$ cat src/verilog/zx_mem_pkg.sv
// Memory map of the shared byte memory
// Address widths, fixed pages, region bases and paging register fields

package zx_mem_pkg;

	// Physical layout of the 256K byte memory
	//   00000-1FFFF  RAM pages 0 to 7
	//   20000-27FFF  ROM 0 and ROM 1
	//   30000-3FFFF  tape buffer

	// Width of a physical byte address
	localparam int RAM_ADDR_W = 18;

	// Offset bits inside one 16K page
	localparam int PAGE_OFS_W = 14;

	// Pages wired to 4000 and 8000
	localparam int PAGE_SCREEN_LO = 5;
	localparam int PAGE_MID       = 2;

	// Start of the two ROM pages
	localparam int ROM_BASE = 32'h0002_0000;

	// Start of the tape region
	localparam int TAPE_BASE = 32'h0003_0000;

	// Port 7FFD fields
	localparam int PG_RAM_LSB  = 0;
	localparam int PG_RAM_MSB  = 2;
	localparam int PG_ROM_BIT  = 4;

	// Once set, paging stays frozen until reset
	localparam int PG_LOCK_BIT = 5;

endpackage

$ cat src/verilog/cpu_mem_client.sv
// CPU side of the shared memory
// Address mapping, ROM write protection and the wait/ready sequence

module cpu_mem_client (
	input  logic                              clk_sys,
	input  logic                              reset,
	input  logic [15:0]                       cpu_addr,
	input  logic [7:0]                        cpu_wdata,
	input  logic                              mreq,
	input  logic                              rd,
	input  logic                              wr,
	input  logic [2:0]                        page_ram,
	input  logic                              rom_sel,
	input  logic                              cpu_rvalid,
	input  logic [7:0]                        mem_rdata,
	output logic                              cpu_req,
	output logic                              cpu_we,
	output logic [zx_mem_pkg::RAM_ADDR_W-1:0] cpu_maddr,
	output logic [7:0]                        cpu_mwdata,
	output logic [7:0]                        cpu_din,
	output logic                              cpu_ready
);
	import zx_mem_pkg::*;

	typedef enum logic [1:0] {
		st_idle,
		st_wait,
		st_done
	} state_t;

	state_t                state;
	logic                  access;
	logic                  rom_window;
	logic [RAM_ADDR_W-1:0] page_base;

	assign access     = mreq & (rd | wr);
	assign rom_window = (cpu_addr[15:PAGE_OFS_W] == 2'd0);

	// Window decode, each 16K slot picks a physical page
	always_comb begin
		case (cpu_addr[15:PAGE_OFS_W])
			2'd0:    page_base = RAM_ADDR_W'(ROM_BASE) + (RAM_ADDR_W'(rom_sel) << PAGE_OFS_W);
			2'd1:    page_base = RAM_ADDR_W'(PAGE_SCREEN_LO) << PAGE_OFS_W;
			2'd2:    page_base = RAM_ADDR_W'(PAGE_MID) << PAGE_OFS_W;
			default: page_base = RAM_ADDR_W'(page_ram) << PAGE_OFS_W;
		endcase
	end

	assign cpu_maddr  = page_base | RAM_ADDR_W'(cpu_addr[PAGE_OFS_W-1:0]);
	assign cpu_mwdata = cpu_wdata;

	// ROM writes go out as reads so the cycle still completes
	assign cpu_we = wr & ~rom_window;

	// Request drops as soon as the data comes back
	assign cpu_req   = access & (state != st_done) & ~cpu_rvalid;
	assign cpu_ready = (state == st_done) & mreq;

	always_ff @(posedge clk_sys) begin
		if (reset) begin
			state <= st_idle;
		end else begin
			case (state)
				st_idle: if (access) state <= st_wait;
				st_wait: if (cpu_rvalid) state <= st_done;
				st_done: if (!mreq) state <= st_idle;
				default: state <= st_idle;
			endcase
		end
	end

	always_ff @(posedge clk_sys) begin
		if (cpu_rvalid) begin
			cpu_din <= mem_rdata;
		end
	end

endmodule

$ cat config.mk
export PLATFORM = sky130hd
export DESIGN_NAME = cpu_mem_client
export DESIGN_NICKNAME = d
export VERILOG_FILES = /design/src/verilog/zx_mem_pkg.sv /design/src/verilog/cpu_mem_client.sv
export SDC_FILE = /design/constraint.sdc
export NUM_CORES = 1
export LEC_CHECK = 0
export BUFFER_PORTS_ARGS = -buffer_cell sky130_fd_sc_hd__buf_2
export CAP_MARGIN = 20
export CORE_ASPECT_RATIO = 0.9
export CORE_MARGIN = 2
export CORE_UTILIZATION = 29
export CTS_CLUSTER_DIAMETER = 200
export CTS_CLUSTER_SIZE = 28
export DETAILED_ROUTE_END_ITERATION = 8
export GPL_TIMING_DRIVEN = 0
export PLACE_DENSITY = 0.78
export SKIP_CTS_REPAIR_TIMING = 1
export SYNTH_ARGS = -nofsm -noshare
export SYNTH_HDL_FRONTEND = slang
export SYNTH_SLANG_ARGS = --single-unit
export TNS_END_PERCENT = 10
$ cat constraint.sdc
create_clock -name clk_sys -period 1.26 [get_ports clk_sys]
set_input_delay 0 -clock clk_sys [delete_from_list [all_inputs] [get_ports clk_sys]]
set_output_delay 0 -clock clk_sys [all_outputs]
set_load 0.02 [all_outputs]
==> impl_metrics.tcl <==
set metrics [dict create \
    grt_pass1_vias 467 \
    syn_area_per_cell_um2 11.21 \
    totalWireLength_um 1388 \
    setup-violations-final 0 \
    hp-class "in -> reg" \
    die_w_um 49.88 \
    wl_per_cell_um 9.844 \
    slew_violations 0 \
    ys_types 15 \
    synth_top_family_by_area "buffers and inverters" \
    crit_slowest_cell "dlygate4sd3_1" \
    die_y_um 45.29 \
    synth_fa_ha_area_share_pct 0 \
    register_area_um2 280.3 \
    via_per_inst 4.014 \
    crit_path_start_kind "input pin" \
    antenna_found_initial 0 \
    hold_path.startpoint "mreq" \
    worst_pin_slew_ps 343.6 \
    cts_sinks 10 \
    dp_hpwl_um 1162 \
    row_count 14 \
    synth-edff-count 8 \
    placed_area_um2 859.6 \
    fin_cells 141 \
    power_density_nw_per_um2 898.3 \
    fillCellCount 148 \
    relSlewSlack_pct 76.79 \
    dieArea_um2 2259 \
    synth.area.mux_share_pct 0 \
    synthCells 49 \
    vias 566 \
    fin_skew_ps 1.131 \
    drv_cap 0 \
    firstDrtPassIters 4 \
    whs_path_depth 3 \
    overflow 0 \
    synth_seq_cells 10 \
    path_delay_family "buffers and inverters" \
    crit_path_cell_trace "dlygate4sd3_1 > buf_2 > or4b_1 > o41ai_1" \
    first_iter_violations 6 \
    tns_ps 0 \
    synth-main-ff-cell "edfxtp_1" \
    synth_top_area_share_pct 43.74 \
    clk_path_buf_depth 2 \
    synth_area_leaders "edfxtp_1 (44%), buf_4 (30%), dfxtp_1 (7.3%)" \
    yosys.area.top_type "edfxtp_1" \
    synthToLayoutAreaGrowth_pct 76.99 \
    cp-end-kind "flip-flop" \
    reg2reg_slack_ps 170 \
    gp_congestion 0.6965 \
    cts_root_buf "clkbuf_4" \
    r2r-end "state[0]" \
    dpl.cell_count 129 \
    required_ps 1380 \
    synth.most_common_cell "buf_4" \
    peakVddDrop_uv 519.3 \
    clock_latency_ps 250 \
    timing.critical_path.buf_inv 2 \
    num-nets-final 161 \
    synthesis.nets 91 \
    final_area_um2 972.2 \
    period_minus_slack_ps 1106 \
    min_to "state[1]" \
    antennaDiodeCount 0 \
    cp.arrival_ps 1230 \
    clock.fmax_ghz 0.9038 \
    ff2ff_path_depth 2 \
    multiInputGateArea_um2 92.59 \
    synthSimpleGateAreaFrac_pct 9.567 \
    syn_area_um2 549.3 \
    cts_buffers 3 \
    yosysWarnings 0 \
    ant_nets 0 \
    dp_slack_ps 186.7 \
    grt_setup_unrepaired "no" \
    ios 79 \
    synthTopCellsByCount "buf_4 (22), edfxtp_1 (8), inv_1 (3)" \
    synth_compound_area_share_pct 7.289 \
    coreArea_um2 1734 \
    grt_max_degree 12 \
    max_stage_delay_ps 530 \
    path_class "in -> reg" \
    initial_core_util_pct 31.67 \
    portBuffers 56 \
    clk_pin_slew_worst_paths_ps 50 \
    worst_slack_ps 153.6 \
    period_share_pct 87.81 \
    reg2reg_from "state[1]" \
    grt_pass1_wl_um 1794 \
    finalHoldViolCount 0 \
    synth_xor_area_share_pct 0 \
    drc 0 \
    worst-path-max-fanout 3 \
    drive_gt1_share_pct 69.23 \
    p_leak_nw 0.5256 \
    ys_seq_area_share_pct 51.03 \
    status "finished, final reports clean" \
    track_usage_pct 10.70 \
    cts_tree "done" \
    hold_slack_ps 53.13 \
    async_flop_share_pct 0 \
    cts.htree.levels 1 \
]
==> metal layers <==
metal  up-vias  global-route usage (%)  routed length [µm]
met2        47                   20.80                 745
met1       237                   9.711                 463
met3         0                   3.642                 180
met4         0                   6.667                   0
li1        282                       -                   -
met5         -                       0                   0
==> kinds of logic after synthesis <==
| family | after synthesis |
|---|---|
| buffers and inverters | 25 |
| and+or+nand+nor | 8 |
| AOI/OAI and AO/OA | 6 |
| DFF | 10 |
==> cell usage in the layout (no fill, tap or decap), types with 2 or more instances in the layout <==
master	n
a21oi_1	2
buf_2	56
buf_4	22
clkbuf_4	3
dfxtp_1	2
dlygate4sd3_1	9
edfxtp_1	8
inv_1	3
nand3b_1	2
nor2b_1	2
==> registers in the layout, summed over array words and instances, names as in the netlist <==
| signal | flops |
|---|---|
| state | 2 |
| cpu_din | 8 |
==> area by class of cell <==
class / instances / share of cell area (%)
Multi-Input combinational cell: 14 / 9.524
Sequential cell: 10 / 28.83
Buffer: 22 / 16.99
Clock buffer: 3 / 2.317
Tap cell: 24 / 3.089
Inverter: 3 / 1.158
Timing Repair Buffer: 65 / 38.10
==> where the power goes <==
| part | switching [mW] | total, mW | internal (mW) |
|---|---|---|---|
| logic | 0.148 | 0.287 | 0.139 |
| registers | 0.00907 | 0.393 | 0.384 |
| clock network | 0.0842 | 0.193 | 0.109 |
| total | 0.241 | 0.873 | 0.632 |
==> worst reg2reg max path, cell delays in order (launching register included) <==
cell and delay, ps:
dfxtp_1 340, or4b_1 530, o41ai_1 90
==> through the flow <==
stage | total power, mW | utilization (%)
global route | 0.9189 | 56.06
CTS | 0.8617 | 50.87
floorplan | 0.5663 | -
global placement | 0.6626 | 49.57
detailed placement | 0.6671 | 49.57
finish | 0.8733 | 56.06
==> how the worst max path moves through the flow <==
stage                  start        to  slack [ps]  depth (start not counted)
global placement    state[1]  state[0]         260                          2
finish                 reset  state[0]         150                          4
global route        state[1]   cpu_req          90                          3
CTS                 state[1]  state[0]         160                          2
floorplan           state[1]  state[0]         290                          2
detailed placement  state[1]  state[0]         190                          2
Note: power is estimated with default switching activity, not from simulation.
