File: config.mk
export PLATFORM = sky130hd
export DESIGN_NAME = tape_reader
export DESIGN_NICKNAME = d
export VERILOG_FILES = /design/src/verilog/zx_mem_pkg.sv /design/src/verilog/tape_reader.sv
export SDC_FILE = /design/constraint.sdc
export NUM_CORES = 1
export LEC_CHECK = 0
export ABC_AREA = 1
export BUFFER_PORTS_ARGS = -buffer_cell sky130_fd_sc_hd__buf_2
export CORE_MARGIN = 4
export CORE_UTILIZATION = 43
export CTS_CLUSTER_SIZE = 25
export DETAILED_ROUTE_END_ITERATION = 6
export GPL_TIMING_DRIVEN = 0
export PLACE_DENSITY_LB_ADDON = 0.2
export SYNTH_ARGS = -nofsm -noshare
export SYNTH_HDL_FRONTEND = slang
export SYNTH_SLANG_ARGS = --single-unit
File: constraint.sdc
create_clock -name clk_sys -period 1.25 [get_ports clk_sys]
set_input_delay 0.0625 -clock clk_sys [delete_from_list [all_inputs] [get_ports clk_sys]]
set_output_delay 0.0625 -clock clk_sys [all_outputs]
set_load 0.03 [all_outputs]
File: src/verilog/zx_mem_pkg.sv
// Memory map of the shared byte memory
// Address widths, fixed pages, region bases and paging register fields

package zx_mem_pkg;

	// Physical layout of the 256K byte memory
	//   00000-1FFFF  RAM pages 0 to 7
	//   20000-27FFF  ROM 0 and ROM 1
	//   30000-3FFFF  tape buffer

	// Width of a physical byte address
	localparam int RAM_ADDR_W = 18;

	// Offset bits inside one 16K page
	localparam int PAGE_OFS_W = 14;

	// Pages wired to 4000 and 8000
	localparam int PAGE_SCREEN_LO = 5;
	localparam int PAGE_MID       = 2;

	// Start of the two ROM pages
	localparam int ROM_BASE = 32'h0002_0000;

	// Start of the tape region
	localparam int TAPE_BASE = 32'h0003_0000;

	// Port 7FFD fields
	localparam int PG_RAM_LSB  = 0;
	localparam int PG_RAM_MSB  = 2;
	localparam int PG_ROM_BIT  = 4;

	// Once set, paging stays frozen until reset
	localparam int PG_LOCK_BIT = 5;

endpackage

File: src/verilog/tape_reader.sv
// Sequential byte fetcher for the tape buffer
// One fetch at a time from TAPE_BASE plus a running pointer

module tape_reader #(
	parameter int TAPE_PTR_W = 16
) (
	input  logic                              clk_sys,
	input  logic                              reset,
	input  logic                              tape_next,
	input  logic                              tape_rewind,
	input  logic                              tape_rvalid,
	input  logic [7:0]                        mem_rdata,
	output logic                              tape_req,
	output logic [zx_mem_pkg::RAM_ADDR_W-1:0] tape_maddr,
	output logic [7:0]                        tape_byte,
	output logic                              tape_byte_valid
);
	import zx_mem_pkg::*;

	logic [TAPE_PTR_W-1:0] ptr;
	logic                  pending;

	assign tape_req   = pending & ~tape_rvalid;
	assign tape_maddr = RAM_ADDR_W'(TAPE_BASE) + RAM_ADDR_W'(ptr);

	always_ff @(posedge clk_sys) begin
		if (reset) begin
			ptr             <= '0;
			pending         <= 1'b0;
			tape_byte_valid <= 1'b0;
		end else begin
			tape_byte_valid <= tape_rvalid;
			if (tape_rvalid) begin
				pending <= 1'b0;
			end else if (tape_next) begin
				pending <= 1'b1;
			end
			// Rewind takes priority over the advance
			if (tape_rewind) begin
				ptr <= '0;
			end else if (tape_rvalid) begin
				ptr <= ptr + 1'b1;
			end
		end
	end

	always_ff @(posedge clk_sys) begin
		if (tape_rvalid) tape_byte <= mem_rdata;
	end

endmodule

==> results of run 1 <==
==> cells in the mapped netlist, drive strengths merged <==
cell type / count / area (um^2)
o21bai: 2 / 22.52
nand2: 30 / 122.6
nand3: 11 / 70.07
buf: 4 / 27.52
o21ai: 3 / 15.01
o21a: 1 / 7.510
conb: 1 / 3.750
inv: 13 / 48.80
xor2: 2 / 17.52
nand4: 3 / 18.77
dfxtp: 18 / 360.4
edfxtp: 8 / 240.2
ha: 1 / 12.51
nor3: 2 / 10.01
a21oi: 8 / 40.04
nor2: 30 / 140.1
o31ai: 1 / 7.510
==> worst max-delay path by stage <==
stage,depth (start not counted),start,endpoint
detailed placement,6,ptr[0],ptr[14]
finish,6,ptr[1],ptr[6]
CTS,6,ptr[0],ptr[14]
global placement,6,ptr[0],ptr[14]
floorplan,6,ptr[3],ptr[15]
global route,6,ptr[1],ptr[14]
==> registers in the layout, summed over array words and instances (netlist names) <==
register / count
tape_byte: 8
ptr: 16
pending: 1
tape_byte_valid: 1
==> metrics by stage <==
stage	hold slack, ns	setup TNS (ns)	std cells	setup slack, ns	area (um^2)
after CTS	0.1083	0	224	0.02717	1569
after detailed placement	0.2439	-0.007315	207	-0.007315	1420
final	0.1158	0	226	0.007526	1622
after global routing	0.1140	-0.2628	226	-0.09446	1622
after floorplan	0.1349	0	139	0.0005520	1192
after global placement	0.2415	0	207	0.004052	1420
==> cells by family (layout without fill, tap and decap cells) <==
| group | count (synthesis) | in the layout |
|---|---|---|
| buffers and inverters | 17 | 74 |
| adder cells (fa/ha/maj) | 1 | 1 |
| AO/OA/AOI/OAI | 15 | 15 |
| XOR/XNOR | 2 | 2 |
| AND/OR/NAND/NOR | 76 | 76 |
| other | 1 | 2 |
| flip-flops | 26 | 26 |
==> layout make-up <==
class                           instances  area share
Timing Repair Buffer                   53      0.2022
Clock buffer                            4     0.01620
Buffer                                  4     0.01698
Inverter                               13     0.03009
Tap cell                               30     0.02315
Multi-Input combinational cell         96      0.3279
Sequential cell                        26      0.3835
==> layout by cell type, fill, tap and decap left out <==
cell type,count
dfxtp_2,5
nand4_1,3
buf_4,8
dfxtp_1,9
buf_2,39
nor2_2,3
nor3_1,2
edfxtp_1,8
o21ai_0,3
o31ai_1,1
nand2_2,4
nor2_1,23
o21a_1,1
xor2_1,2
clkbuf_4,3
a21oi_1,8
nor2_4,4
ha_4,1
dfxtp_4,4
clkbuf_1,1
nand3_1,6
dlygate4sd3_1,10
inv_1,13
o21bai_2,2
nand3_4,1
nand3_2,4
conb_1,2
nand2_1,26
==> worst min-delay path, delay by kind of cell <==
family	cells	cell delay [ns]
buffers and inverters	2	0.24
AOI/OAI and AO/OA	1	0.06
and+or+nand+nor	1	0.04
==> timing repair <==
action	4_1_cts	5_1_grt
pin swaps	1	6
hold buffers	10	0
resized for setup	0	12
buffers inserted	3	2
endpoints found under the hold margin	10	0
setup endpoints to repair	3	9
==> layer usage <==
metal  share of wire  GRT usage  wire length (um)  vias up
li1                -          -                 -      565
met1            0.44     0.2043              1174      496
met2            0.48     0.2716              1261       33
met3           0.064    0.02592               168        5
met4           0.016    0.05696                41        0
met5               0          0                 0        -
==> power by group <==
part / total [uW] / internal [uW] / switching [uW]
Sequential: 898 / 890 / 8.32
Combinational: 179 / 69.7 / 109
Clock: 359 / 125 / 234
Total: 1440 / 1080 / 351
==> results_dict.tcl, run 1 <==
set metrics [dict create \
    holdCritPathClass "in2reg" \
    cts.reportedPaths.clkPinSlew_ns 0.13 \
    pin_count_of_the_biggest_net_entering_global_routing 15 \
    synthAdderAreaFrac 0.01074 \
    insertedDiodeCount 0 \
    post_synth_xor_area_fraction 0.01504 \
    die-height_um 60.05 \
    rrSetupSlack_ns 0.008 \
    hold_start "tape_rewind" \
    largest_family_of_logic_cells_by_synthesized_area "simple AND/OR/NAND/NOR gates" \
    status "completed" \
    power.leakage_uw 0.0006721 \
    first_global_vias 1049 \
    crit_buf_inv 1 \
    synth-seq-cells 26 \
    detailedPlacementHpwl_um 1901 \
    cts_made_buffers 3 \
    register_area_um2 621.8 \
    floorplan.initialDensity 0.4618 \
    clock_tree.root_cell "clkbuf_4" \
    grt.overflow.total 0 \
    sequential_cell_area_fraction_in_the_yosys_report 0.5156 \
    timing_max_transition_violations_final 0 \
    clkSinkCount 26 \
    worst_setup_path_end_kind "register" \
    multi_input_comb_area_um2 531.8 \
    crit_path_max_incr_delay_ns 0.40 \
    unrepaired_setup_endpoints_after_global_routing "true" \
    synth.distinct_cells 22 \
    drtPass1Iterations 5 \
    routed_wire_length_per_instance_um 11.70 \
    grt_antenna_before_repair 0 \
    critical_path.top_delay_family "simple AND/OR/NAND/NOR gates" \
    filler_cell_count 217 \
    startpoint_type "register" \
    setup_viol 0 \
    maxClockFrequency_mhz 804.8 \
    postLayoutCoreUtil 0.6429 \
    num_rows 18 \
    final_nets 211 \
    grt_pass1_wl_um 4416 \
    critical_path.reg2reg.startpoint "ptr[1]" \
    whs_path_depth 4 \
    power_density_nw_per_um2 885.4 \
    drv.max_cap_violation_count 0 \
    synthSimpleGateAreaFrac 0.3104 \
    insertion_delay_ns 0.32 \
    drt.antenna.violating_nets 0 \
    grt_use_total 0.1603 \
    htreeDepth 1 \
    timing.critical_path.cells "ha_4, nand3_4, nor2_4, buf_4, a21oi_1, nor2_1" \
    total_power_uw 1436 \
    class_of_the_most_critical_setup_path "reg2reg" \
    globalplace.congestion 0.8191 \
    worst_skew_ns 0.006707 \
    vdd_drop_max_v 0.0005226 \
    cts_max_path_buffers 2 \
    die_w_um 60.05 \
    synthesis.area_um2 1165 \
    coreArea_um2 2522 \
    detail_route.iter0.violations 11 \
    worstPathMaxFanout 8 \
    layout-area-overhead-vs-synth_pct 39.21 \
    viasPerCell 4.863 \
    critPathArrivalTime_ns 1.50 \
    critPathSlowestCell "dfxtp_4" \
    synth.mux.area_fraction 0 \
    drive_gt1_frac 0.3980 \
    regToRegEndpoint "ptr[6]" \
    wl_um 2645 \
    worstPathRequired_ns 1.51 \
    yosysWarnings 0 \
    final_min_period_over_clock_period 0.9940 \
    top_level_ports 41 \
    design.die.area_um2 3605 \
    worst-r2r-cell-count 6 \
    min_period_ns 1.242 \
    report.final.hold_viol_count 0 \
    synth-compound-area-share 0.07948 \
    place.port_buffers 38 \
    tritoncts "built" \
    netlist_instances 138 \
    vias 1099 \
    timing.hold.worst_endpoint "ptr[1]" \
    drc 0 \
    avgSynthCellArea_um2 8.441 \
]
No activity file was read; power rests on OpenSTA's default activity.
==> inputs of run 2 (changes only) <==
==> constraint.sdc (replaced) <==
create_clock -name clk_sys -period 1 [get_ports clk_sys]
set_input_delay 0.05 -clock clk_sys [delete_from_list [all_inputs] [get_ports clk_sys]]
set_output_delay 0.05 -clock clk_sys [all_outputs]
set_load 0.03 [all_outputs]
==> run 2 against run 1 <==
  * The flow now finishes with violations (negative setup slack)
  * Clock power grew 28%
  * Maximum frequency grew 1.7%
  * Sequential power grew 24%
  * Combinational power grew 36%
  * Wire length grew 17%
  * Setup slack lost 0.23 ns
  * Largest power group unchanged
  * Cell area grew 13%
  * Critical endpoint is now ptr[12]
  * Flip-flop and latch count is the same
  * Hold slack lost 0.0028 ns
  * Critical path depth grew 1
  * First-iteration DRC count grew 100%
  * Cell count grew 4.0%
==> results_dict.tcl, run 2 (synthesis gave the netlist of run 1 again) <==
set metrics [dict create \
    grt_use_total 0.1702 \
    startpoint_type "register" \
    power.switching_fraction 0.2547 \
    p_seq_frac 0.612 \
    drv.max_cap_violation_count 0 \
    maxClockFrequency_mhz 818.3 \
    place.port_buffers 38 \
    die-height_um 60.05 \
    die_w_um 60.05 \
    largest_register "ptr" \
    tritoncts "built" \
    viasPerCell 4.996 \
    floorplan.initialDensity 0.4618 \
    power.clock.fraction 0.254 \
    critical_path.top_delay_family "simple AND/OR/NAND/NOR gates" \
    final_ws_setup_ns -0.2220 \
    power.leakage_uw 0.0007548 \
    top_level_ports 41 \
    grt.overflow.total 0 \
    routed_wire_length_per_instance_um 13.13 \
    layout.cells.most_common_list "buf_2 (27), nand2_1 (23), nor2_1 (19), buf_4 (16)" \
    worst_skew_ns 0.01449 \
    net-switching-power_uw 462.1 \
    worst_setup_path_end_kind "register" \
    first_global_vias 1101 \
    total_power_uw 1815 \
    coreArea_um2 2522 \
    vdd_drop_max_v 0.0007194 \
    insertion_delay_ns 0.32 \
    power.internal_uw 1352 \
    setup_viol 17 \
    timing.critical_path.cells "ha_4, nand3_4, nor2_4, nand2_2, o21bai_2, inv_1, nor2_2" \
    rrSetupSlack_ns -0.22 \
    layout_commonest_cell "buf_2" \
    holdCritPathClass "in2reg" \
    power.share.combinational 0.134 \
    grt_pass1_wl_um 4685 \
    filler_cell_count 197 \
    violations "negative setup slack" \
    worstPathRequired_ns 1.26 \
    final_nets 220 \
    detailedPlacementHpwl_um 1897 \
    critPathSlowestCell "dfxtp_4" \
    grt_antenna_before_repair 0 \
    pin_count_of_the_biggest_net_entering_global_routing 15 \
    design.die.area_um2 3605 \
    final_min_period_over_clock_period 1.222 \
    largestRegisters "ptr x16, tape_byte x8" \
    clkSinkCount 26 \
    unrepaired_setup_endpoints_after_global_routing "true" \
    multi_input_comb_area_um2 591.8 \
    clock_tree.root_cell "clkbuf_4" \
    largest_register_ffs 16 \
    crit_path_max_incr_delay_ns 0.40 \
    min_period_ns 1.222 \
    timing_max_transition_violations_final 0 \
    status "finished, violations left" \
    worst_hold_slack_ns 0.1130 \
    register_area_um2 641.9 \
    class_of_the_most_critical_setup_path "reg2reg" \
    power_density_nw_per_um2 994.0 \
    wl_um 3086 \
    vias 1174 \
    dp_worst_setup_slack_ns -0.2158 \
    cts.reportedPaths.clkPinSlew_ns 0.14 \
    globalplace.congestion 0.7852 \
    detail_route.iter0.violations 22 \
    drive_gt1_frac 0.5220 \
    report.final.hold_viol_count 0 \
    insertedDiodeCount 0 \
    crit_buf_inv 1 \
    htreeDepth 1 \
    drtPass1Iterations 4 \
    num_rows 18 \
    critPathArrivalTime_ns 1.48 \
    cts_max_path_buffers 2 \
    worstPathMaxFanout 8 \
    drc 0 \
    drt.antenna.violating_nets 0 \
    layout-area-overhead-vs-synth_pct 56.71 \
    cts_made_buffers 3 \
]
==> run 2: changes by cell type in the layout (fill, tap and decap cells not counted), moves of 3 or more <==
cell / previous run / this run
nand3_1: 6 / 2
dfxtp_1: 9 / 3
clkbuf_4: 3 / 9
nor2_2: 3 / 6
inv_2: 0 / 3
dfxtp_4: 4 / 9
buf_4: 8 / 16
inv_1: 13 / 10
buf_2: 39 / 27
nor2_1: 23 / 19
buf_6: 0 / 7
nand2_1: 26 / 23
nand3_2: 4 / 7
==> run 2: power by group through the flow <==
stage	registers, uW	logic [uW]	clock network (uW)
finish	1110	244	460
floorplan	1200	51.8	0
global placement	1130	184	0
detailed placement	1140	187	0
global route	1110	259	521
CTS	1110	236	473
==> run 2: final cells by class <==
type	instances	area share
plain buffers	4	0.01508
multi-input cells	96	0.3242
flip-flops and latches	26	0.3516
inverters	13	0.02673
clock buffers	4	0.01439
repair buffers	62	0.2474
well taps	30	0.02056
==> run 2: metal layers <==
| metal | routed length [um] | GRT usage | share of wire |
|---|---|---|---|
| met4 | 38 | 0.05380 | 0.012 |
| met5 | 0 | 0 | 0 |
| met1 | 1290 | 0.2029 | 0.42 |
| met2 | 1545 | 0.3071 | 0.50 |
| met3 | 212 | 0.02808 | 0.069 |
==> run 2: worst paths after layout <==
kind | end | cells past startpoint | start
setup / recovery | ptr[12] | 7 | ptr[0]
hold / removal | ptr[1] | 4 | tape_rewind
setup reg to reg | ptr[12] | 7 | ptr[0]
hold reg to reg | ptr[15] | 2 | ptr[15]
==> run 2: worst min-delay path, delay by kind of cell <==
family	cells	cell delay, ns
buffers and inverters	2	0.25
AOI/OAI and AO/OA	1	0.06
and+or+nand+nor	1	0.04
==> run 2: metrics by stage <==
stage               instances    util  TNS, ns  area (um^2)
finish                    235  0.7237   -2.221         1826
global route              235  0.7237   -3.391         1826
CTS                       229  0.6820   -1.471         1720
detailed placement        207  0.5903   -1.084         1489
global placement          207  0.5903  -0.8520         1489
floorplan                 139       -  -0.8676         1261
==> run 2: repair_timing <==
action                                  in CTS  in global routing
endpoints found under the hold margin       10                  0
endpoints found under the setup margin      14                 27
gates resized for setup                     15                 23
buffers inserted                             8                  6
hold buffers                                10                  0
pin swaps                                   13                 15
