$ cat config.mk
export PLATFORM = sky130hd
export DESIGN_NAME = mem_arbiter
export DESIGN_NICKNAME = d
export VERILOG_FILES = /design/src/verilog/zx_bus_pkg.sv /design/src/verilog/zx_mem_pkg.sv /design/src/verilog/mem_arbiter.sv
export SDC_FILE = /design/constraint.sdc
export NUM_CORES = 1
export LEC_CHECK = 0
export BUFFER_PORTS_ARGS = -buffer_cell sky130_fd_sc_hd__buf_2
export CORE_ASPECT_RATIO = 1.5
export CORE_MARGIN = 5
export CORE_UTILIZATION = 28
export DETAILED_ROUTE_END_ITERATION = 7
export MAX_ROUTING_LAYER = met4
export PLACE_DENSITY = 0.76
export SLEW_MARGIN = 20
export SYNTH_ARGS = -nofsm -noshare
export SYNTH_HDL_FRONTEND = slang
export SYNTH_SLANG_ARGS = --single-unit
$ cat constraint.sdc
create_clock -name clk_sys -period 0.8 [get_ports clk_sys]
set_clock_uncertainty 0.1 [all_clocks]
set_input_delay 0 -clock clk_sys [delete_from_list [all_inputs] [get_ports clk_sys]]
set_output_delay 0 -clock clk_sys [all_outputs]
set_load 0.005 [all_outputs]
$ cat src/verilog/zx_bus_pkg.sv
// Bus-side definitions
// Memory grant and machine mode enums, I/O decode and border port bits

package zx_bus_pkg;

	// Owner of the shared memory in one cycle
	typedef enum logic [1:0] {
		grant_none   = 2'd0,
		grant_loader = 2'd1,
		grant_tape   = 2'd2,
		grant_cpu    = 2'd3
	} mem_grant_t;

	// Machine type latched at reset
	typedef enum logic {
		machine_128 = 1'b0,
		machine_48  = 1'b1
	} machine_t;

	// Port 7FFD decodes on A15 and A1 low
	localparam int PORT7FFD_A15_BIT = 15;
	localparam int PORT7FFD_A1_BIT  = 1;

	// Border port answers on every even address
	localparam int ULA_A0_BIT     = 0;
	localparam int ULA_BORDER_MSB = 2;
	localparam int ULA_MIC_BIT    = 3;
	localparam int ULA_EAR_BIT    = 4;

endpackage

$ cat src/verilog/zx_mem_pkg.sv
// Memory map of the shared byte memory
// Address widths, fixed pages, region bases and paging register fields

package zx_mem_pkg;

	// Physical layout of the 256K byte memory
	//   00000-1FFFF  RAM pages 0 to 7
	//   20000-27FFF  ROM 0 and ROM 1
	//   30000-3FFFF  tape buffer

	// Width of a physical byte address
	localparam int RAM_ADDR_W = 18;

	// Offset bits inside one 16K page
	localparam int PAGE_OFS_W = 14;

	// Pages wired to 4000 and 8000
	localparam int PAGE_SCREEN_LO = 5;
	localparam int PAGE_MID       = 2;

	// Start of the two ROM pages
	localparam int ROM_BASE = 32'h0002_0000;

	// Start of the tape region
	localparam int TAPE_BASE = 32'h0003_0000;

	// Port 7FFD fields
	localparam int PG_RAM_LSB  = 0;
	localparam int PG_RAM_MSB  = 2;
	localparam int PG_ROM_BIT  = 4;

	// Once set, paging stays frozen until reset
	localparam int PG_LOCK_BIT = 5;

endpackage

$ cat src/verilog/mem_arbiter.sv
// Fixed-priority arbiter for the shared memory port
// Loader first, then tape, then CPU, with the read-valid return path

module mem_arbiter (
	input  logic                              clk_sys,
	input  logic                              reset,
	input  logic                              load_active,
	input  logic                              load_wr,
	input  logic [zx_mem_pkg::RAM_ADDR_W-1:0] load_addr,
	input  logic [7:0]                        load_data,
	input  logic                              cpu_req,
	input  logic                              cpu_we,
	input  logic [zx_mem_pkg::RAM_ADDR_W-1:0] cpu_maddr,
	input  logic [7:0]                        cpu_mwdata,
	input  logic                              tape_req,
	input  logic [zx_mem_pkg::RAM_ADDR_W-1:0] tape_maddr,
	output logic                              cpu_gnt,
	output logic                              tape_gnt,
	output logic                              cpu_rvalid,
	output logic                              tape_rvalid,
	output logic                              mem_en,
	output logic                              mem_we,
	output logic [zx_mem_pkg::RAM_ADDR_W-1:0] mem_addr,
	output logic [7:0]                        mem_wdata
);
	import zx_bus_pkg::*;

	mem_grant_t gnt;
	mem_grant_t gnt_q;

	// ==================================================
	// Grant select
	// An active loader owns the memory even between its strobes
	always_comb begin
		if (load_active) begin
			gnt = load_wr ? grant_loader : grant_none;
		end else if (tape_req) begin
			gnt = grant_tape;
		end else if (cpu_req) begin
			gnt = grant_cpu;
		end else begin
			gnt = grant_none;
		end
	end

	assign cpu_gnt  = (gnt == grant_cpu);
	assign tape_gnt = (gnt == grant_tape);
	assign mem_en   = (gnt != grant_none);

	// Memory port mux
	always_comb begin
		mem_we    = 1'b0;
		mem_addr  = cpu_maddr;
		mem_wdata = cpu_mwdata;
		case (gnt)
			grant_loader: begin
				mem_we    = 1'b1;
				mem_addr  = load_addr;
				mem_wdata = load_data;
			end
			grant_tape: mem_addr = tape_maddr;
			grant_cpu:  mem_we = cpu_we;
			default:    mem_we = 1'b0;
		endcase
	end

	// ==================================================
	// Return path, data is back one cycle after the grant
	always_ff @(posedge clk_sys) begin
		if (reset) begin
			gnt_q <= grant_none;
		end else begin
			gnt_q <= gnt;
		end
	end

	// Loader writes need no completion
	assign cpu_rvalid  = (gnt_q == grant_cpu);
	assign tape_rvalid = (gnt_q == grant_tape);

endmodule

==> impl_metrics.csv, run 1 <==
group,metric,value,unit
worst_setup_path,worstPathCellList,"and2_1, buf_2",
timing,fin_crit_sh,110.7,%
pwr,p_leak,1.009,nW
timing,rsz0062_at_grt,"true",
detailed_routing,drt-wirelength-per-cell,15.76,um
worst_setup_path,cp_top_family,"flip-flops",
floorplan,row_count,24,
worst_hold_path,worstHoldPathType,"in -> reg",
floorplan,io_pins,109,
placement,io_buffers,108,
floorplan,start_util,28.60,%
pwr,power.total,0.001389,W
finish,fin_nets,283,
floorplan,die_area,4152,um2
placement,hpwl,2.552,mm
synthesis,ys_seq_area_share,4.856,%
synthesis,syn_nets,162,
synthesis,syn_area,824.5,um2
worst_setup_path,end_kind,"output pin",
worst_setup_path,arrival,0.79,ns
pwr,peakVddDrop,0.8238,mV
timing,setup_viol,4,
clock_tree,cts_sinks,2,
clock_tree,clock-root-buffer,"clkbuf_8",
detailed_routing,dr.pass1.iters,4,
floorplan,core,2883,um2
timing,worst_slack,-0.08549,ns
synthesis,avgSynthCellArea,9.700,um2
detailed_routing,remaining_drc_errors,0,
timing,hold_viol,0,
run,maxCapViolations,0,
placement,place.gp.congestion,0.7356,
finish,top_register,"gnt_q",
timing,worst_pin_slew,0.1744,ns
clock_tree,clockBufferDepth,2,
timing,timing.fmax,1129,MHz
detailed_routing,vias_per_cell,4.778,
pwr,power_density,815.3,nW/um2
finish,final_util,59.11,%
worst_setup_path,cp.required,0.70,ns
detailed_routing,drt_iter0_drc,13,
outcome,violations,"negative setup slack",
finish,largestRegisters,"gnt_q x2",
detailed_routing,vias,1161,
global_routing,grt_pass1_vias,1159,
floorplan,die_h,76.46,um
synthesis,yosysWarnings,0,
outcome,outcome,"finished, violations left",
global_routing,grt_usage,14.87,%
worst_setup_path,critPathBufInv,1,
detailed_routing,wl,3.830,mm
worst_setup_path,critPathMaxFanout,2,
detailed_routing,drtAntennaViolNets,0,
timing,min_period,0.8855,ns
finish,num-fill-cells,261,
global_routing,grt_remaining_overflow,0,
clock_tree,clk_pin_slew,0.03,ns
floorplan,die_w,54.31,um
timing,slew_headroom,88.04,%
global_routing,grt_pass1_wl,4.616,mm
synthesis,ys_ff_latch,2,
clock_tree,cts_max_level,1,
finish,drive_gt1_share,70.10,%
finish,syn2layout_area_growth,106.7,%
worst_setup_path,crit_slowest_cell,"dfxtp_2",
synthesis,synthCells,85,
global_routing,grt_max_degree,22,
clock_tree,cts_tree,"built",
finish,largest_reg_flops,2,
timing,report.final.slew_viol_count,0,
clock_tree,cts_buffers,3,
global_routing,antenna_found_initial,0,
finish,n_antenna_cell,0,
synthesis,synth_cell_type_count,17,
worst_setup_path,critPathKind,"reg -> out",
worst_setup_path,start_kind,"flop",
worst_setup_path,cp_slowest_stage_delay,0.32,ns
[per-layer routing]
layer  GRT usage (%)  vias to the layer above  share of wire (%)
li1                -                      555                  -
met1           11.45                      520                 31
met2           31.18                       82                 56
met3           1.957                        4                 12
met4           4.738                        0               0.86
met5               -                        -                  0
[cells in the final DEF, fill, tap and decap left out]
| cell type | n |
|---|---|
| buf_4 | 4 |
| nor3_2 | 2 |
| nor2b_1 | 1 |
| buf_6 | 4 |
| clkbuf_16 | 4 |
| buf_2 | 103 |
| mux2i_1 | 54 |
| and2_1 | 1 |
| clkbuf_8 | 3 |
| a21oi_1 | 1 |
| mux2_2 | 8 |
| inv_1 | 2 |
| dlygate4sd3_1 | 1 |
| buf_8 | 1 |
| buf_16 | 1 |
| or3b_4 | 1 |
| o21ai_2 | 1 |
| dfxtp_2 | 2 |
| buf_12 | 4 |
| a21oi_2 | 1 |
| nand2_4 | 2 |
| nor2b_4 | 1 |
| nor2_1 | 1 |
| inv_2 | 1 |
[report_power, final]
part | total, W | internal [W] | switching (W)
Sequential | 0.000112 | 0.000107 | 0.00000410
Combinational | 0.000873 | 0.000531 | 0.000342
Clock | 0.000405 | 0.000319 | 0.0000864
Total | 0.00139 | 0.000957 | 0.000433
[logic make-up (layout without fill, tap and decap cells)]
| logic type | Yosys count | in the layout | synth area share, % |
|---|---|---|---|
| flip-flops | 2 | 2 | 4.856 |
| buffers and inverters | 10 | 128 | 9.862 |
| multiplexers | 62 | 62 | 76.48 |
| AND/OR/NAND/NOR | 8 | 9 | 6.070 |
| AO/OA/AOI/OAI | 3 | 3 | 2.731 |
[synthesized netlist by cell type]
cell,number,area [um2]
mux2i_1,54,540.5
mux2_2,8,90.09
buf_4,3,22.52
inv_1,3,11.26
buf_6,2,22.52
dfxtp_1,2,40.04
nor2b_1,2,12.51
nor3_1,2,10.01
a21oi_1,1,5.000
a21oi_2,1,8.760
and2_1,1,6.260
buf_12,1,20.02
buf_2,1,5.000
nand2_2,1,6.260
nor2_1,1,3.750
o21ai_2,1,8.760
or3b_4,1,11.26
[final cells by class]
class	count	area, um2	area share [%]
flip-flops and latches	2	42.54	2.496
repair buffers	122	823.3	48.31
well taps	39	48.80	2.863
multi-input cells	74	737.0	43.25
inverters	3	11.26	0.6608
clock buffers	3	41.29	2.423
[metrics by stage]
step	hold WS (ns)	instances	instance area (um2)	setup TNS [ns]	setup slack, ns
floorplan	-0.03756	85	824.5	0	0.04380
detailed placement	0.08155	231	1414	-1.863	-0.08774
global route	0.09781	243	1704	-0.3163	-0.1037
CTS	0.07326	237	1519	-0.1883	-0.06986
finish	0.06895	243	1704	-0.2051	-0.08549
global placement	0.08202	231	1414	-1.955	-0.08817
[repair_timing]
item	CTS	global route
resized for setup	12	14
endpoints found under the hold margin	2	0
cloned	1	6
setup buffers	1	0
pin swaps	4	3
hold buffers	1	0
endpoints found under the setup margin	31	26
[final timing paths]
path,depth (start not counted),slack (ns),to,from
setup / recovery,2,-0.09,cpu_rvalid,gnt_q[0]
hold / removal,3,0.07,gnt_q[1],load_active
Power figures use the tool's default switching activity.
==> run 2: changes to the inputs <==
--- a/config.mk
+++ b/config.mk
@@ -6,7 +6,7 @@
 export NUM_CORES = 1
 export LEC_CHECK = 0
 export BUFFER_PORTS_ARGS = -buffer_cell sky130_fd_sc_hd__buf_2
-export CORE_ASPECT_RATIO = 1.5
+export CORE_ASPECT_RATIO = 2
 export CORE_MARGIN = 5
 export CORE_UTILIZATION = 28
 export DETAILED_ROUTE_END_ITERATION = 7
==> run 2 against run 1 <==
The run ends with negative hold slack, negative setup slack left. Utilization shrank 3.2 points. Die area is 1.0% higher. First-iteration DRC count is 31% lower. Design area decreased by 4.6%. Worst setup slack improved by 0.024 ns. Via count decreased by 4.7%. Combinational power fell by 4.8%. Worst hold slack got worse by 0.10 ns. Non-clock buffer count is 2 lower. Flip-flop and latch count unchanged. Power shrank 3.7%. Critical endpoint unchanged. Largest cell class is now multi-input gates. Highest routed layer is now met3.
==> impl_metrics.csv, run 2 (same netlist as run 1, synthesis figures left out) <==
group,metric,value,unit
outcome,outcome,"finished, violations left",
outcome,violations,"negative hold slack, negative setup slack",
placement,preCtsSetupSlack,-0.1029,ns
timing,rsz0062_at_grt,"true",
floorplan,die_w,48.37,um
floorplan,die_area,4196,um2
clock_tree,cts_max_level,1,
detailed_routing,remaining_drc_errors,0,
worst_setup_path,arrival,0.76,ns
finish,most-common-layout-cells,"buf_2 (105), mux2i_1 (54)",
detailed_routing,wl,3.452,mm
pwr,peakVddDrop,0.5645,mV
worst_setup_path,start_kind,"flop",
timing,worst_pin_slew,0.1344,ns
finish,syn2layout_area_growth,97.12,%
timing,slew_headroom,90.78,%
timing,fin_setup_tns,-0.1554,ns
detailed_routing,vias_per_cell,4.772,
placement,dp_cells,225,
clock_tree,clockBufferDepth,2,
detailed_routing,drt_iter0_drc,9,
placement,hpwl,2.813,mm
detailed_routing,drt-wirelength-per-cell,14.88,um
finish,num-fill-cells,258,
worst_setup_path,cp.required,0.70,ns
global_routing,grt_pass1_vias,1177,
global_routing,grt_max_degree,12,
detailed_routing,dr.pass1.iters,2,
detailed_routing,vias,1107,
finish,fin_area,1625,um2
pwr,power_density,823.3,nW/um2
timing,fin_crit_sh,107.7,%
detailed_routing,drtAntennaViolNets,0,
worst_setup_path,end_kind,"output pin",
timing,hold_viol,2,
clock_tree,clk_pin_slew,0.03,ns
pwr,p_leak,0.9906,nW
finish,largestRegisters,"gnt_q x2",
finish,fin_cells,232,
run,maxCapViolations,0,
placement,placed_area,1400,um2
timing,report.final.slew_viol_count,0,
placement,io_buffers,108,
worst_setup_path,critPathMaxFanout,2,
placement,place.gp.congestion,0.7061,
global_routing,antenna_found_initial,0,
clock_tree,cts_tree,"built",
timing,worst_slack,-0.06151,ns
timing,min_period,0.8615,ns
worst_setup_path,critPathKind,"reg -> out",
floorplan,row_count,28,
finish,n_antenna_cell,0,
timing,timing.fmax,1161,MHz
floorplan,start_util,28.36,%
clock_tree,cts_sinks,2,
timing,hold_ws,-0.03438,ns
floorplan,die_h,86.74,um
floorplan,io_pins,109,
worst_hold_path,worstHoldPathType,"in -> reg",
timing,setup_viol,3,
finish,top_register,"gnt_q",
finish,fin_nets,281,
clock_tree,cts_buffers,3,
finish,largest_reg_flops,2,
clock_tree,cts_hold_buf,1,
clock_tree,clock-root-buffer,"clkbuf_8",
finish,drive_gt1_share,69.31,%
floorplan,core,2908,um2
finish,layout_commonest_cell,"buf_2",
global_routing,grt_pass1_wl,5.319,mm
global_routing,grt_usage,15.97,%
global_routing,grt_remaining_overflow,0,
==> run 2: worst max-delay path, cell delays in order, from the launching register on <==
cell and delay (ns):
dfxtp_2 0.30, and2_4 0.14, buf_6 0.11
==> run 2: stage by stage <==
stage          power [W]  util [%]
3_3_place_gp   0.0008275     48.15
2_1_floorplan  0.0004714         -
6_report        0.001338     55.89
4_1_cts         0.001325     54.22
3_5_place_dp   0.0008399     48.15
5_1_grt         0.001440     55.89
==> run 2: timing repair <==
item,4_1_cts,5_1_grt
cloned,2,0
pin swaps,2,1
gates resized for setup,24,13
endpoints found under the setup margin,29,23
buffers inserted,1,0
hold endpoints to repair,2,2
==> run 2: layout make-up <==
| class | instances | area (um2) | share of cell area, % |
|---|---|---|---|
| multi-input combinational | 74 | 750.7 | 46.19 |
| timing repair buffer | 120 | 742.0 | 45.65 |
| sequential | 2 | 42.54 | 2.617 |
| clock buffer | 3 | 41.29 | 2.540 |
| tap | 30 | 37.54 | 2.309 |
| inverter | 3 | 11.26 | 0.6928 |
==> run 2: power by group <==
part           internal, W  switching [W]  total [W]  leakage (nW)
sequential        0.000107     0.00000238   0.000110        0.0172
combinational     0.000504       0.000327   0.000831         0.952
clock             0.000318      0.0000793   0.000397        0.0216
==> run 2: worst paths after layout <==
path,to,cells after the start,from
hold / removal,gnt_q[1],3,reset
setup / recovery,cpu_rvalid,2,gnt_q[1]
==> run 2: routing by layer <==
| layer | wire (um) | vias to the layer above | GRT usage, % |
|---|---|---|---|
| met5 | 0 | - | - |
| met4 | 0 | 0 | 3.023 |
| met3 | 361 | 0 | 4.819 |
| met2 | 2052 | 75 | 32.50 |
| met1 | 1039 | 480 | 13.62 |
| li1 | - | 552 | - |
